===== config.mk =====
export PLATFORM = sky130hd
export DESIGN_NAME = codec_i2c_init
export DESIGN_NICKNAME = d
export VERILOG_FILES = /design/src/rtl/i2c_init_pkg.sv /design/src/rtl/codec_i2c_init.sv /design/src/rtl/i2c_frame_engine.sv /design/src/rtl/i2c_line_driver.sv /design/src/rtl/init_sequencer.sv
export SDC_FILE = /design/constraint.sdc
export NUM_CORES = 1
export LEC_CHECK = 0
export CAP_MARGIN = 20
export CORE_ASPECT_RATIO = 2
export CORE_MARGIN = 10
export CORE_UTILIZATION = 55
export CTS_CLUSTER_DIAMETER = 150
export DETAILED_ROUTE_END_ITERATION = 16
export DONT_BUFFER_PORTS = 1
export GPL_TIMING_DRIVEN = 0
export PLACE_DENSITY_LB_ADDON = 0.08
export SLEW_MARGIN = 20
export SYNTH_ARGS = -nofsm -noshare
export SYNTH_HDL_FRONTEND = slang
export SYNTH_SLANG_ARGS = --single-unit

===== constraint.sdc =====
create_clock -name i_clk -period 3.95 [get_ports i_clk]
set_clock_uncertainty 0.15 [all_clocks]
set_input_delay 0.79 -clock i_clk [delete_from_list [all_inputs] [get_ports i_clk]]
set_output_delay 0.79 -clock i_clk [all_outputs]
set_load 0.005 [all_outputs]

===== src/rtl/i2c_init_pkg.sv =====
package i2c_init_pkg;

    // setup sequence size.
    localparam int word_count = 7;
    localparam int frame_bits = 24;

    // frame layout.
    localparam int byte_bits = 8;
    localparam int frame_bytes = frame_bits / byte_bits;

    // engine cycles from start to stop, including the ack wait cycles.
    localparam int frame_cycles = 1 + frame_bytes * (2 * byte_bits + 4) + 2;

    // device address 0x34, then reg address [15:9] and data [8:0].
    localparam logic [frame_bits-1:0] setup_table [word_count] = '{
        24'h34_1201,  // active.
        24'h34_1019,  // sampling control.
        24'h34_0E42,  // digital audio interface format.
        24'h34_0C00,  // power down control.
        24'h34_0A00,  // digital path.
        24'h34_0815,  // analog path.
        24'h34_1E00   // reset register.
    };

    typedef logic [2:0] word_idx_t;

    typedef enum logic [2:0] {
        SEQ_IDLE,
        SEQ_LAUNCH,
        SEQ_WAIT,
        SEQ_DONE,
        SEQ_ERROR
    } seq_state_e;

    typedef enum logic [2:0] {
        FRM_IDLE,
        FRM_START,
        FRM_BIT_LOW,
        FRM_BIT_HIGH,
        FRM_ACK_LOW,
        FRM_ACK_HIGH,
        FRM_STOP_LOW,
        FRM_STOP_HIGH
    } frame_state_e;

    // engine request for the next bus cycle.
    typedef struct packed {
        logic scl_low;
        logic sda_low;
        logic ack_slot;
    } bus_cmd_t;

    // judged acknowledge slot.
    typedef struct packed {
        logic valid;
        logic nack;
    } ack_result_t;

endpackage


===== src/rtl/codec_i2c_init.sv =====
`timescale 1ns/1ps

module codec_i2c_init (
    input  logic i_clk,
    input  logic i_rst_n,
    input  logic i_start,
    input  logic i_sda,
    output logic o_scl_oe,
    output logic o_sda_oe,
    output logic o_busy,
    output logic o_done,
    output logic o_error
);

    logic                                frame_start;
    logic [i2c_init_pkg::frame_bits-1:0] frame_data;
    logic                                frame_done;
    logic                                frame_nack;
    i2c_init_pkg::bus_cmd_t              bus_cmd;
    i2c_init_pkg::ack_result_t           ack;

    init_sequencer seq_i (
        .i_clk         (i_clk),
        .i_rst_n       (i_rst_n),
        .i_start       (i_start),
        .i_frame_done  (frame_done),
        .i_frame_nack  (frame_nack),
        .o_frame_start (frame_start),
        .o_frame_data  (frame_data),
        .o_busy        (o_busy),
        .o_done        (o_done),
        .o_error       (o_error)
    );

    i2c_frame_engine engine_i (
        .i_clk         (i_clk),
        .i_rst_n       (i_rst_n),
        .i_frame_start (frame_start),
        .i_frame_data  (frame_data),
        .i_ack         (ack),
        .o_bus_cmd     (bus_cmd),
        .o_frame_done  (frame_done),
        .o_frame_nack  (frame_nack)
    );

    i2c_line_driver driver_i (
        .i_clk     (i_clk),
        .i_rst_n   (i_rst_n),
        .i_bus_cmd (bus_cmd),
        .i_sda     (i_sda),
        .o_scl_oe  (o_scl_oe),
        .o_sda_oe  (o_sda_oe),
        .o_ack     (ack)
    );

endmodule


===== src/rtl/i2c_frame_engine.sv =====
`timescale 1ns/1ps

module i2c_frame_engine (
    input  logic                                i_clk,
    input  logic                                i_rst_n,
    input  logic                                i_frame_start,
    input  logic [i2c_init_pkg::frame_bits-1:0] i_frame_data,
    input  i2c_init_pkg::ack_result_t           i_ack,
    output i2c_init_pkg::bus_cmd_t              o_bus_cmd,
    output logic                                o_frame_done,
    output logic                                o_frame_nack
);

    localparam logic [2:0] last_bit = 3'(i2c_init_pkg::byte_bits - 1);
    localparam logic [1:0] last_byte = 2'(i2c_init_pkg::frame_bytes - 1);

    i2c_init_pkg::frame_state_e state_q;
    i2c_init_pkg::frame_state_e state_nx;

    logic [i2c_init_pkg::frame_bits-1:0] shift_q;
    logic [2:0] bit_cnt_q;
    logic [2:0] bit_cnt_nx;
    logic [1:0] byte_cnt_q;
    logic [1:0] byte_cnt_nx;
    logic       ack_wait_q;
    logic       ack_wait_nx;
    logic       nack_q;
    logic       nack_nx;
    logic       stop_q;
    logic       done_q;

    always_comb begin
        state_nx = state_q;
        bit_cnt_nx = bit_cnt_q;
        byte_cnt_nx = byte_cnt_q;
        ack_wait_nx = ack_wait_q;
        nack_nx = nack_q;
        case (state_q)
            i2c_init_pkg::FRM_IDLE: begin
                if (i_frame_start) begin
                    bit_cnt_nx = '0;
                    byte_cnt_nx = '0;
                    nack_nx = 1'b0;
                    state_nx = i2c_init_pkg::FRM_START;
                end
            end
            i2c_init_pkg::FRM_START: begin
                state_nx = i2c_init_pkg::FRM_BIT_LOW;
            end
            i2c_init_pkg::FRM_BIT_LOW: begin
                state_nx = i2c_init_pkg::FRM_BIT_HIGH;
            end
            i2c_init_pkg::FRM_BIT_HIGH: begin
                if (bit_cnt_q == last_bit) begin
                    bit_cnt_nx = '0;
                    state_nx = i2c_init_pkg::FRM_ACK_LOW;
                end else begin
                    bit_cnt_nx = bit_cnt_q + 1'b1;
                    state_nx = i2c_init_pkg::FRM_BIT_LOW;
                end
            end
            i2c_init_pkg::FRM_ACK_LOW: begin
                // second visit holds scl low until the slot is judged.
                if (!ack_wait_q) begin
                    state_nx = i2c_init_pkg::FRM_ACK_HIGH;
                end else if (i_ack.valid) begin
                    ack_wait_nx = 1'b0;
                    if (i_ack.nack) begin
                        nack_nx = 1'b1;
                        state_nx = i2c_init_pkg::FRM_STOP_LOW;
                    end else if (byte_cnt_q == last_byte) begin
                        state_nx = i2c_init_pkg::FRM_STOP_LOW;
                    end else begin
                        byte_cnt_nx = byte_cnt_q + 1'b1;
                        state_nx = i2c_init_pkg::FRM_BIT_LOW;
                    end
                end
            end
            i2c_init_pkg::FRM_ACK_HIGH: begin
                ack_wait_nx = 1'b1;
                state_nx = i2c_init_pkg::FRM_ACK_LOW;
            end
            i2c_init_pkg::FRM_STOP_LOW: begin
                state_nx = i2c_init_pkg::FRM_STOP_HIGH;
            end
            i2c_init_pkg::FRM_STOP_HIGH: begin
                state_nx = i2c_init_pkg::FRM_IDLE;
            end
            default: begin
                state_nx = i2c_init_pkg::FRM_IDLE;
            end
        endcase
    end

    always_ff @(posedge i_clk or negedge i_rst_n) begin
        if (!i_rst_n) begin
            state_q <= i2c_init_pkg::FRM_IDLE;
            bit_cnt_q <= '0;
            byte_cnt_q <= '0;
            ack_wait_q <= 1'b0;
            nack_q <= 1'b0;
            stop_q <= 1'b0;
            done_q <= 1'b0;
        end else begin
            state_q <= state_nx;
            bit_cnt_q <= bit_cnt_nx;
            byte_cnt_q <= byte_cnt_nx;
            ack_wait_q <= ack_wait_nx;
            nack_q <= nack_nx;
            stop_q <= (state_q == i2c_init_pkg::FRM_STOP_HIGH);
            // lines up with sda release on the pin.
            done_q <= stop_q;
        end
    end

    // msb first.
    always_ff @(posedge i_clk) begin
        if (state_q == i2c_init_pkg::FRM_IDLE && i_frame_start) begin
            shift_q <= i_frame_data;
        end else if (state_q == i2c_init_pkg::FRM_BIT_HIGH) begin
            shift_q <= {shift_q[i2c_init_pkg::frame_bits-2:0], 1'b0};
        end
    end

    always_comb begin
        o_bus_cmd = '0;
        case (state_q)
            i2c_init_pkg::FRM_START: begin
                o_bus_cmd.sda_low = 1'b1;
            end
            i2c_init_pkg::FRM_BIT_LOW: begin
                o_bus_cmd.scl_low = 1'b1;
                o_bus_cmd.sda_low = ~shift_q[i2c_init_pkg::frame_bits-1];
            end
            i2c_init_pkg::FRM_BIT_HIGH: begin
                o_bus_cmd.sda_low = ~shift_q[i2c_init_pkg::frame_bits-1];
            end
            i2c_init_pkg::FRM_ACK_LOW: begin
                o_bus_cmd.scl_low = 1'b1;
            end
            i2c_init_pkg::FRM_ACK_HIGH: begin
                o_bus_cmd.ack_slot = 1'b1;
            end
            i2c_init_pkg::FRM_STOP_LOW: begin
                o_bus_cmd.scl_low = 1'b1;
                o_bus_cmd.sda_low = 1'b1;
            end
            i2c_init_pkg::FRM_STOP_HIGH: begin
                o_bus_cmd.sda_low = 1'b1;
            end
            default: begin
                o_bus_cmd = '0;
            end
        endcase
    end

    assign o_frame_done = done_q;
    assign o_frame_nack = nack_q;

endmodule


===== src/rtl/i2c_line_driver.sv =====
`timescale 1ns/1ps

module i2c_line_driver (
    input  logic                      i_clk,
    input  logic                      i_rst_n,
    input  i2c_init_pkg::bus_cmd_t    i_bus_cmd,
    input  logic                      i_sda,
    output logic                      o_scl_oe,
    output logic                      o_sda_oe,
    output i2c_init_pkg::ack_result_t o_ack
);

    logic sda_meta;
    logic sda_sync;
    logic slot_q1;
    logic slot_q2;

    always_ff @(posedge i_clk or negedge i_rst_n) begin
        if (!i_rst_n) begin
            o_scl_oe <= 1'b0;
            o_sda_oe <= 1'b0;
            sda_meta <= 1'b1;
            sda_sync <= 1'b1;
            slot_q1 <= 1'b0;
            slot_q2 <= 1'b0;
        end else begin
            o_scl_oe <= i_bus_cmd.scl_low;
            o_sda_oe <= i_bus_cmd.sda_low;
            sda_meta <= i_sda;
            sda_sync <= sda_meta;
            // slot flag follows the same two stages as sda.
            slot_q1 <= i_bus_cmd.ack_slot;
            slot_q2 <= slot_q1;
        end
    end

    // sda as scl rose on the slot, high means no ack.
    always_comb begin
        o_ack.valid = slot_q2;
        o_ack.nack = slot_q2 & sda_sync;
    end

endmodule


===== src/rtl/init_sequencer.sv =====
`timescale 1ns/1ps

module init_sequencer (
    input  logic                                i_clk,
    input  logic                                i_rst_n,
    input  logic                                i_start,
    input  logic                                i_frame_done,
    input  logic                                i_frame_nack,
    output logic                                o_frame_start,
    output logic [i2c_init_pkg::frame_bits-1:0] o_frame_data,
    output logic                                o_busy,
    output logic                                o_done,
    output logic                                o_error
);

    i2c_init_pkg::seq_state_e state_q;
    i2c_init_pkg::seq_state_e state_nx;
    i2c_init_pkg::word_idx_t  idx_q;
    i2c_init_pkg::word_idx_t  idx_nx;
    logic                     load_nx;
    logic [i2c_init_pkg::frame_bits-1:0] data_q;

    always_comb begin
        state_nx = state_q;
        idx_nx = idx_q;
        load_nx = 1'b0;
        case (state_q)
            i2c_init_pkg::SEQ_IDLE,
            i2c_init_pkg::SEQ_ERROR: begin
                // a new start also clears a latched error.
                if (i_start) begin
                    idx_nx = '0;
                    load_nx = 1'b1;
                    state_nx = i2c_init_pkg::SEQ_LAUNCH;
                end
            end
            i2c_init_pkg::SEQ_LAUNCH: begin
                state_nx = i2c_init_pkg::SEQ_WAIT;
            end
            i2c_init_pkg::SEQ_WAIT: begin
                if (i_frame_done) begin
                    if (i_frame_nack) begin
                        state_nx = i2c_init_pkg::SEQ_ERROR;
                    end else if (idx_q ==
                                 i2c_init_pkg::word_idx_t'(i2c_init_pkg::word_count - 1)) begin
                        state_nx = i2c_init_pkg::SEQ_DONE;
                    end else begin
                        idx_nx = idx_q + 1'b1;
                        load_nx = 1'b1;
                        state_nx = i2c_init_pkg::SEQ_LAUNCH;
                    end
                end
            end
            i2c_init_pkg::SEQ_DONE: begin
                state_nx = i2c_init_pkg::SEQ_IDLE;
            end
            default: begin
                state_nx = i2c_init_pkg::SEQ_IDLE;
            end
        endcase
    end

    always_ff @(posedge i_clk or negedge i_rst_n) begin
        if (!i_rst_n) begin
            state_q <= i2c_init_pkg::SEQ_IDLE;
            idx_q <= '0;
        end else begin
            state_q <= state_nx;
            idx_q <= idx_nx;
        end
    end

    // word held for the whole frame.
    always_ff @(posedge i_clk) begin
        if (load_nx) begin
            data_q <= i2c_init_pkg::setup_table[idx_nx];
        end
    end

    assign o_frame_start = (state_q == i2c_init_pkg::SEQ_LAUNCH);
    assign o_frame_data = data_q;
    assign o_busy = (state_q == i2c_init_pkg::SEQ_LAUNCH) ||
                    (state_q == i2c_init_pkg::SEQ_WAIT);
    assign o_done = (state_q == i2c_init_pkg::SEQ_DONE);
    assign o_error = (state_q == i2c_init_pkg::SEQ_ERROR);

endmodule


==> impl_metrics.json, run 1 <==
{
  "status": "complete, no violations",
  "die_y_um": 115,
  "grt_pass1_wl_mm": 7.00,
  "cts_root_buffer": "clkbuf_8",
  "grt_pass1_vias": 1490,
  "cts_buffers": 9,
  "final_layout_size_suffix_gt1_share_pct": 22.9,
  "drt_iter0_drc": 51,
  "initial_core_util_pct": 57.1,
  "netlist.top_cell.by_area": "edfxtp_1",
  "io_pins": 9,
  "tightest_slew_ns": 1.00,
  "powerDensity_nw_per_um2": 727,
  "finalSetupViolCount": 0,
  "die_x_um": 67.7,
  "area_delta_synth_final_pct": 10.9,
  "totalWireLength_mm": 4.15,
  "crit_fanout": 10,
  "design.core.area_um2": 4380,
  "synth_nets": 197,
  "mappedNetlistArea_um2": 2500,
  "final_area_um2": 2770,
  "dp_slack_ns": 1.67,
  "synth-seq-cells": 57,
  "die-area_um2": 7810,
  "crit_start": "seq_i.state_q[0]",
  "setup_slack_ns": 1.56,
  "synth_top_area_share_pct": 39.6,
  "hold_violations": 0,
  "grt_usage_pct": 12.0,
  "async_flop_share_pct": 42.1,
  "critPathKind": "flop to output pin",
  "cap_viol_max_count": 0,
  "cp_data_arrival_time_ns": 1.45,
  "synth_cell_type_count": 41,
  "numPortBuffers": 0,
  "dpl.hpwl_mm": 2.89,
  "slew_headroom_pct": 33.0,
  "grt_max_degree": 23,
  "placed_area_um2": 2580,
  "via_per_inst": 5.48,
  "cts_tree": "built",
  "clk_pin_slew_ns": 0.06,
  "clk_latency_ns": 0.33,
  "fmax_mhz": 419,
  "worstPathRequired_ns": 3.01,
  "htreeDepth": 3,
  "r2r_setup_slack_ns": 1.68,
  "synth_cells": 187,
  "wire_per_inst_um": 16.0,
  "peakVddDrop_mv": 0.548,
  "p_leak_nw": 1.08,
  "ant_nets": 0,
  "dr_total_vias": 1419,
  "numClockSinks": 57,
  "yosys_warnings": 0,
  "synth-main-ff-cell": "edfxtp_1",
  "syn_area_per_cell_um2": 13.4,
  "rsz0062_at_grt": "no",
  "startpoint_type": "flop",
  "ys_seq_area_share_pct": 63.8,
  "slew_viol_final": 0,
  "antenna_found_initial": 0,
  "synth-edff-count": 33,
  "worstSetupEndpointType": "output pin",
  "post-route-drc-count": 0,
  "cts_buffer_depth": 2,
  "min_period_ns": 2.39,
  "antenna_cells": 0,
  "floorplan.rows": 34,
  "nNetsFinal": 210,
  "dr.pass1.iters": 4,
  "min_path_type": "primary input to asynchronous set/reset pin",
  "rr_startpoint": "seq_i.state_q[0]",
  "gp_congestion": 0.767,
  "grt-ovfl-total": 0,
  "period_share_pct": 60.4,
  "ys_top_cells_by_area": "edfxtp_1 40%, dfrtp_1 22%, mux2_2 5.0%"
}
==> placed cells by master (no fill, tap or decap), drive strengths merged, types with 3 or more instances in the layout <==
master  netlist  layout
ha            6       6
clkinv        0       3
or2           7       7
edfxtp       33      33
dfrtp        22      22
nand2b        3       3
clkbuf        3      15
nor2          9       9
nor2b        12      12
mux2         11      11
o21ai        12      12
or3b          3       3
nand2        11      11
buf           6       7
and2          4       4
nor3b         4       4
a21oi         6       6
o22ai         3       3
inv          11      11
==> final cells by class <==
| type | count | area [um^2] |
|---|---|---|
| repair buffers | 2 | 21.3 |
| fillers | 334 | 1610 |
| well taps | 54 | 67.6 |
| clock inverters | 4 | 43.8 |
| inverters | 11 | 41.3 |
| clock buffers | 12 | 135 |
| multi-input cells | 110 | 823 |
| flip-flops and latches | 57 | 1590 |
| plain buffers | 9 | 45.0 |
==> state kept, by name, indices dropped and copies added (netlist names), 2 cells and up <==
register,flops
engine_i.bit_cnt_q,3
engine_i.byte_cnt_q,2
engine_i.shift_q,24
engine_i.state_q,3
seq_i.idx_q,3
seq_i.o_frame_data,9
seq_i.state_q,3
==> path summary, 6_finish.rpt <==
path                                          to  cells past startpoint
max in group asynchronous    engine_i.ack_wait_q                      1
setup / recovery                          o_busy                      3
setup reg to reg           seq_i.o_frame_data[6]                      7
hold reg to reg                 driver_i.slot_q2                      0
min in group i_clk              driver_i.slot_q2                      0
hold / removal                 driver_i.sda_sync                      0
==> where the power goes <==
group | total (W) | switching (W) | internal, W
Combinational | 0.000537 | 0.000314 | 0.000223
Sequential | 0.000973 | 0.0000642 | 0.000909
Clock | 0.000504 | 0.000216 | 0.000288
Total | 0.00201 | 0.000594 | 0.00142
==> per-layer routing <==
layer  vias to the layer above  routed length (um)  track usage (%)
met1                       703                1710             12.7
met4                         0                 101             7.85
met2                        24                2200             19.6
met3                         6                 138             3.61
li1                        686                   -                -
met5                         -                   0                0
==> synth_stat cells (3+ instances only) <==
cell type,instances
edfxtp_1,33
dfrtp_1,22
nor2b_1,12
o21ai_0,12
inv_1,11
mux2_2,11
nand2_1,11
nor2_1,8
ha_1,6
a21oi_1,5
or2_2,5
and2_1,4
buf_2,3
clkbuf_1,3
nand2b_1,3
nor3b_2,3
o22ai_1,3
==> stage by stage <==
| step | cells | hold WS [ns] | setup TNS [ns] | total power, W | util, % |
|---|---|---|---|---|---|
| 2_1_floorplan | 187 | 0.181 | 0 | 0.00139 | - |
| 3_3_place_gp | 241 | 0.192 | -0.00238 | 0.00148 | 58.6 |
| 3_5_place_dp | 242 | 0.194 | 0 | 0.00152 | 58.9 |
| 4_1_cts | 259 | 0.141 | 0 | 0.00204 | 63.2 |
| 5_1_grt | 259 | 0.136 | 0 | 0.00214 | 63.2 |
| 6_report | 259 | 0.158 | 0 | 0.00201 | 63.2 |
==> cells by family after synthesis <==
family,Yosys count,share of synthesized area (%)
DFF,57,63.8
buffers and inverters,20,3.45
muxes,11,4.96
AOI/OAI and AO/OA,31,9.56
adders and majority gates,6,3.00
and+or+nand+nor,62,15.3
==> worst max-delay path, cell delays in order, from the launching register on <==
cell,delay (ns)
dfrtp_1,0.38
buf_2,0.19
or3b_4,0.42
o21ai_0,0.13
==> repair_timing <==
item                                   in CTS  in global routing
endpoints found under the hold margin      22                  0
setup buffers                               0                  0
hold buffers                                1                  0
resized for setup                           0                  0
Power figures use the tool's default switching activity.
==> inputs of run 2 (changes only) <==
Settings changed: ABC_AREA set to 1.
Clock period 3.95 ns to 2.5 ns, I/O delays scaled along.
==> impl_metrics.json, run 2 <==
{
  "status": "complete, no violations",
  "yosysMostFrequentCell": "nand2_1",
  "cap_viol_max_count": 0,
  "crit_path_top_delay_cell": "nand2_1",
  "final_area_um2": 2790,
  "min_path_type": "flop to flop",
  "critPathKind": "flop to flop",
  "dr.pass1.iters": 4,
  "grt_max_degree": 26,
  "layout_common_cells": "66 x nand2_1, 33 x edfxtp_1, 31 x nor2_1, 26 x inv_1, 22 x dfrtp_1",
  "wire_per_inst_um": 12.3,
  "numClockSinks": 57,
  "grt_pass1_vias": 1651,
  "post-route-drc-count": 0,
  "largest_register": "engine_i.shift_q",
  "numPortBuffers": 0,
  "placed_area_um2": 2580,
  "floorplan.rows": 34,
  "clk_latency_ns": 0.33,
  "dpl.hpwl_mm": 2.95,
  "io_pins": 9,
  "largest_reg_flops": 24,
  "fmax_mhz": 467,
  "grt_usage_pct": 12.2,
  "path_buf_inv": 1,
  "cp.depth": 5,
  "initial_core_util_pct": 57.5,
  "rsz0062_at_grt": "no",
  "peakVddDrop_mv": 0.431,
  "nNetsFinal": 273,
  "powerDensity_nw_per_um2": 633,
  "synth_nets": 259,
  "min_period_ns": 2.14,
  "syn_area_per_cell_um2": 10.1,
  "cts_buffers": 9,
  "async_flop_share_pct": 42.1,
  "cp_top_family": "simple AND/OR/NAND/NOR gates",
  "htreeDepth": 3,
  "netlist.top_cell.by_area": "edfxtp_1",
  "via_per_inst": 4.90,
  "worstSetupEndpointType": "flop",
  "tightest_slew_ns": 0.961,
  "yosys_warnings": 0,
  "ys_seq_area_share_pct": 63.3,
  "postCtsSetupRepairBufs": 0,
  "ant_nets": 0,
  "final_layout_size_suffix_gt1_share_pct": 19.0,
  "synth_cell_type_count": 25,
  "finalSetupTns_ns": 0,
  "finalSetupViolCount": 0,
  "grt-ovfl-total": 0,
  "slew_headroom_pct": 35.8,
  "grt_pass1_wl_mm": 7.18,
  "cts_root_buffer": "clkbuf_8",
  "synth-main-ff-cell": "edfxtp_1",
  "cp_data_arrival_time_ns": 1.93,
  "gp_congestion": 0.839,
  "dr_total_vias": 1577,
  "startpoint_type": "flop",
  "area_delta_synth_final_pct": 10.8,
  "drt_iter0_drc": 75,
  "die_x_um": 67.8,
  "totalWireLength_mm": 3.96,
  "ys_top_cells_by_area": "edfxtp_1 39%, dfrtp_1 22%, nand2_1 9.8%",
  "mappedNetlistArea_um2": 2520,
  "synth-seq-cells": 57,
  "die_y_um": 116,
  "slowest_delay_ns": 0.72,
  "synth_top_area_share_pct": 39.4,
  "synth_common_cells": "66 x nand2_1, 33 x edfxtp_1, 31 x nor2_1",
  "synth-edff-count": 33,
  "antenna_cells": 0,
  "slew_viol_final": 0,
  "period_share_pct": 85.6,
  "crit_fanout": 25,
  "design.core.area_um2": 4380,
  "cts_buffer_depth": 2,
  "cts_tree": "built",
  "die-area_um2": 7850,
  "worstPathRequired_ns": 2.29,
  "path_cells": "inv_2 > nand2_2 > nor2_2 > nand2_4 > nand2_1",
  "antenna_found_initial": 0,
  "holdPathStages": 0,
  "r2r_cells": 5,
  "hold_violations": 0,
  "p_leak_nw": 1.28,
  "final_common_cell": "nand2_1",
  "clk_pin_slew_ns": 0.06,
  "synth_cells": 249,
  "ctsResizeCount": 0
}
-- run 2: metal layers --
metal,routed length (um),vias to the layer above,track usage (%)
li1,-,811,-
met3,94,10,4.45
met2,2180,16,20.7
met4,116,0,7.29
met5,0,-,0
met1,1560,740,12.2
-- run 2: final timing paths --
path,slack [ns],end,start
max,0.36,engine_i.shift_q[16],engine_i.state_q[1]
min,0.21,driver_i.sda_sync,driver_i.sda_meta
max reg2reg,0.36,engine_i.shift_q[16],engine_i.state_q[1]
min reg2reg,0.21,driver_i.sda_sync,driver_i.sda_meta
max in group asynchronous,1.31,driver_i.sda_sync,i_rst_n
min in group asynchronous,0.52,seq_i.idx_q[2],i_rst_n
-- run 2: cell families (layout without fill, tap and decap cells) --
| group | Yosys count | count (layout) | share of synthesized area (%) |
|---|---|---|---|
| buffers and inverters | 40 | 59 | 6.76 |
| AOI/OAI and AO/OA | 8 | 8 | 2.04 |
| and+or+nand+nor | 138 | 138 | 24.9 |
| adders and majority gates | 6 | 6 | 2.98 |
| DFF | 57 | 57 | 63.3 |
-- run 2: final cells by class --
class | instances | area (um^2)
Fill cell | 388 | 1590
Timing Repair Buffer | 3 | 25.0
Buffer | 3 | 26.3
Inverter | 37 | 144
Tap cell | 54 | 67.6
Clock buffer | 16 | 180
Sequential cell | 57 | 1590
Multi-Input combinational cell | 152 | 753
-- run 2: where the power goes --
group          internal (W)  switching [W]  leakage, nW
Combinational    0.00000263     0.00000734        0.649
Clock              0.000443       0.000323       0.0910
Sequential         0.000991    0.000000425        0.542
Total               0.00144       0.000331         1.28
-- run 2: metrics by stage --
| stage | hold slack [ns] | cells | power [W] | util [%] | setup WS [ns] |
|---|---|---|---|---|---|
| 2_1_floorplan | 0.0544 | 249 | 0.00101 | - | 0.618 |
| 3_3_place_gp | 0.0551 | 303 | 0.00101 | 59.0 | 0.332 |
| 3_5_place_dp | 0.0550 | 303 | 0.00101 | 59.0 | 0.308 |
| 4_1_cts | 0.00227 | 320 | 0.00179 | 63.3 | 0.306 |
| 5_1_grt | 0.211 | 322 | 0.00183 | 63.7 | 0.147 |
| 6_report | 0.208 | 322 | 0.00177 | 63.7 | 0.361 |
-- run 2: what timing repair did --
action,CTS,global route
hold buffers,1,2
endpoints found under the setup margin,0,0
endpoints found under the hold margin,24,6
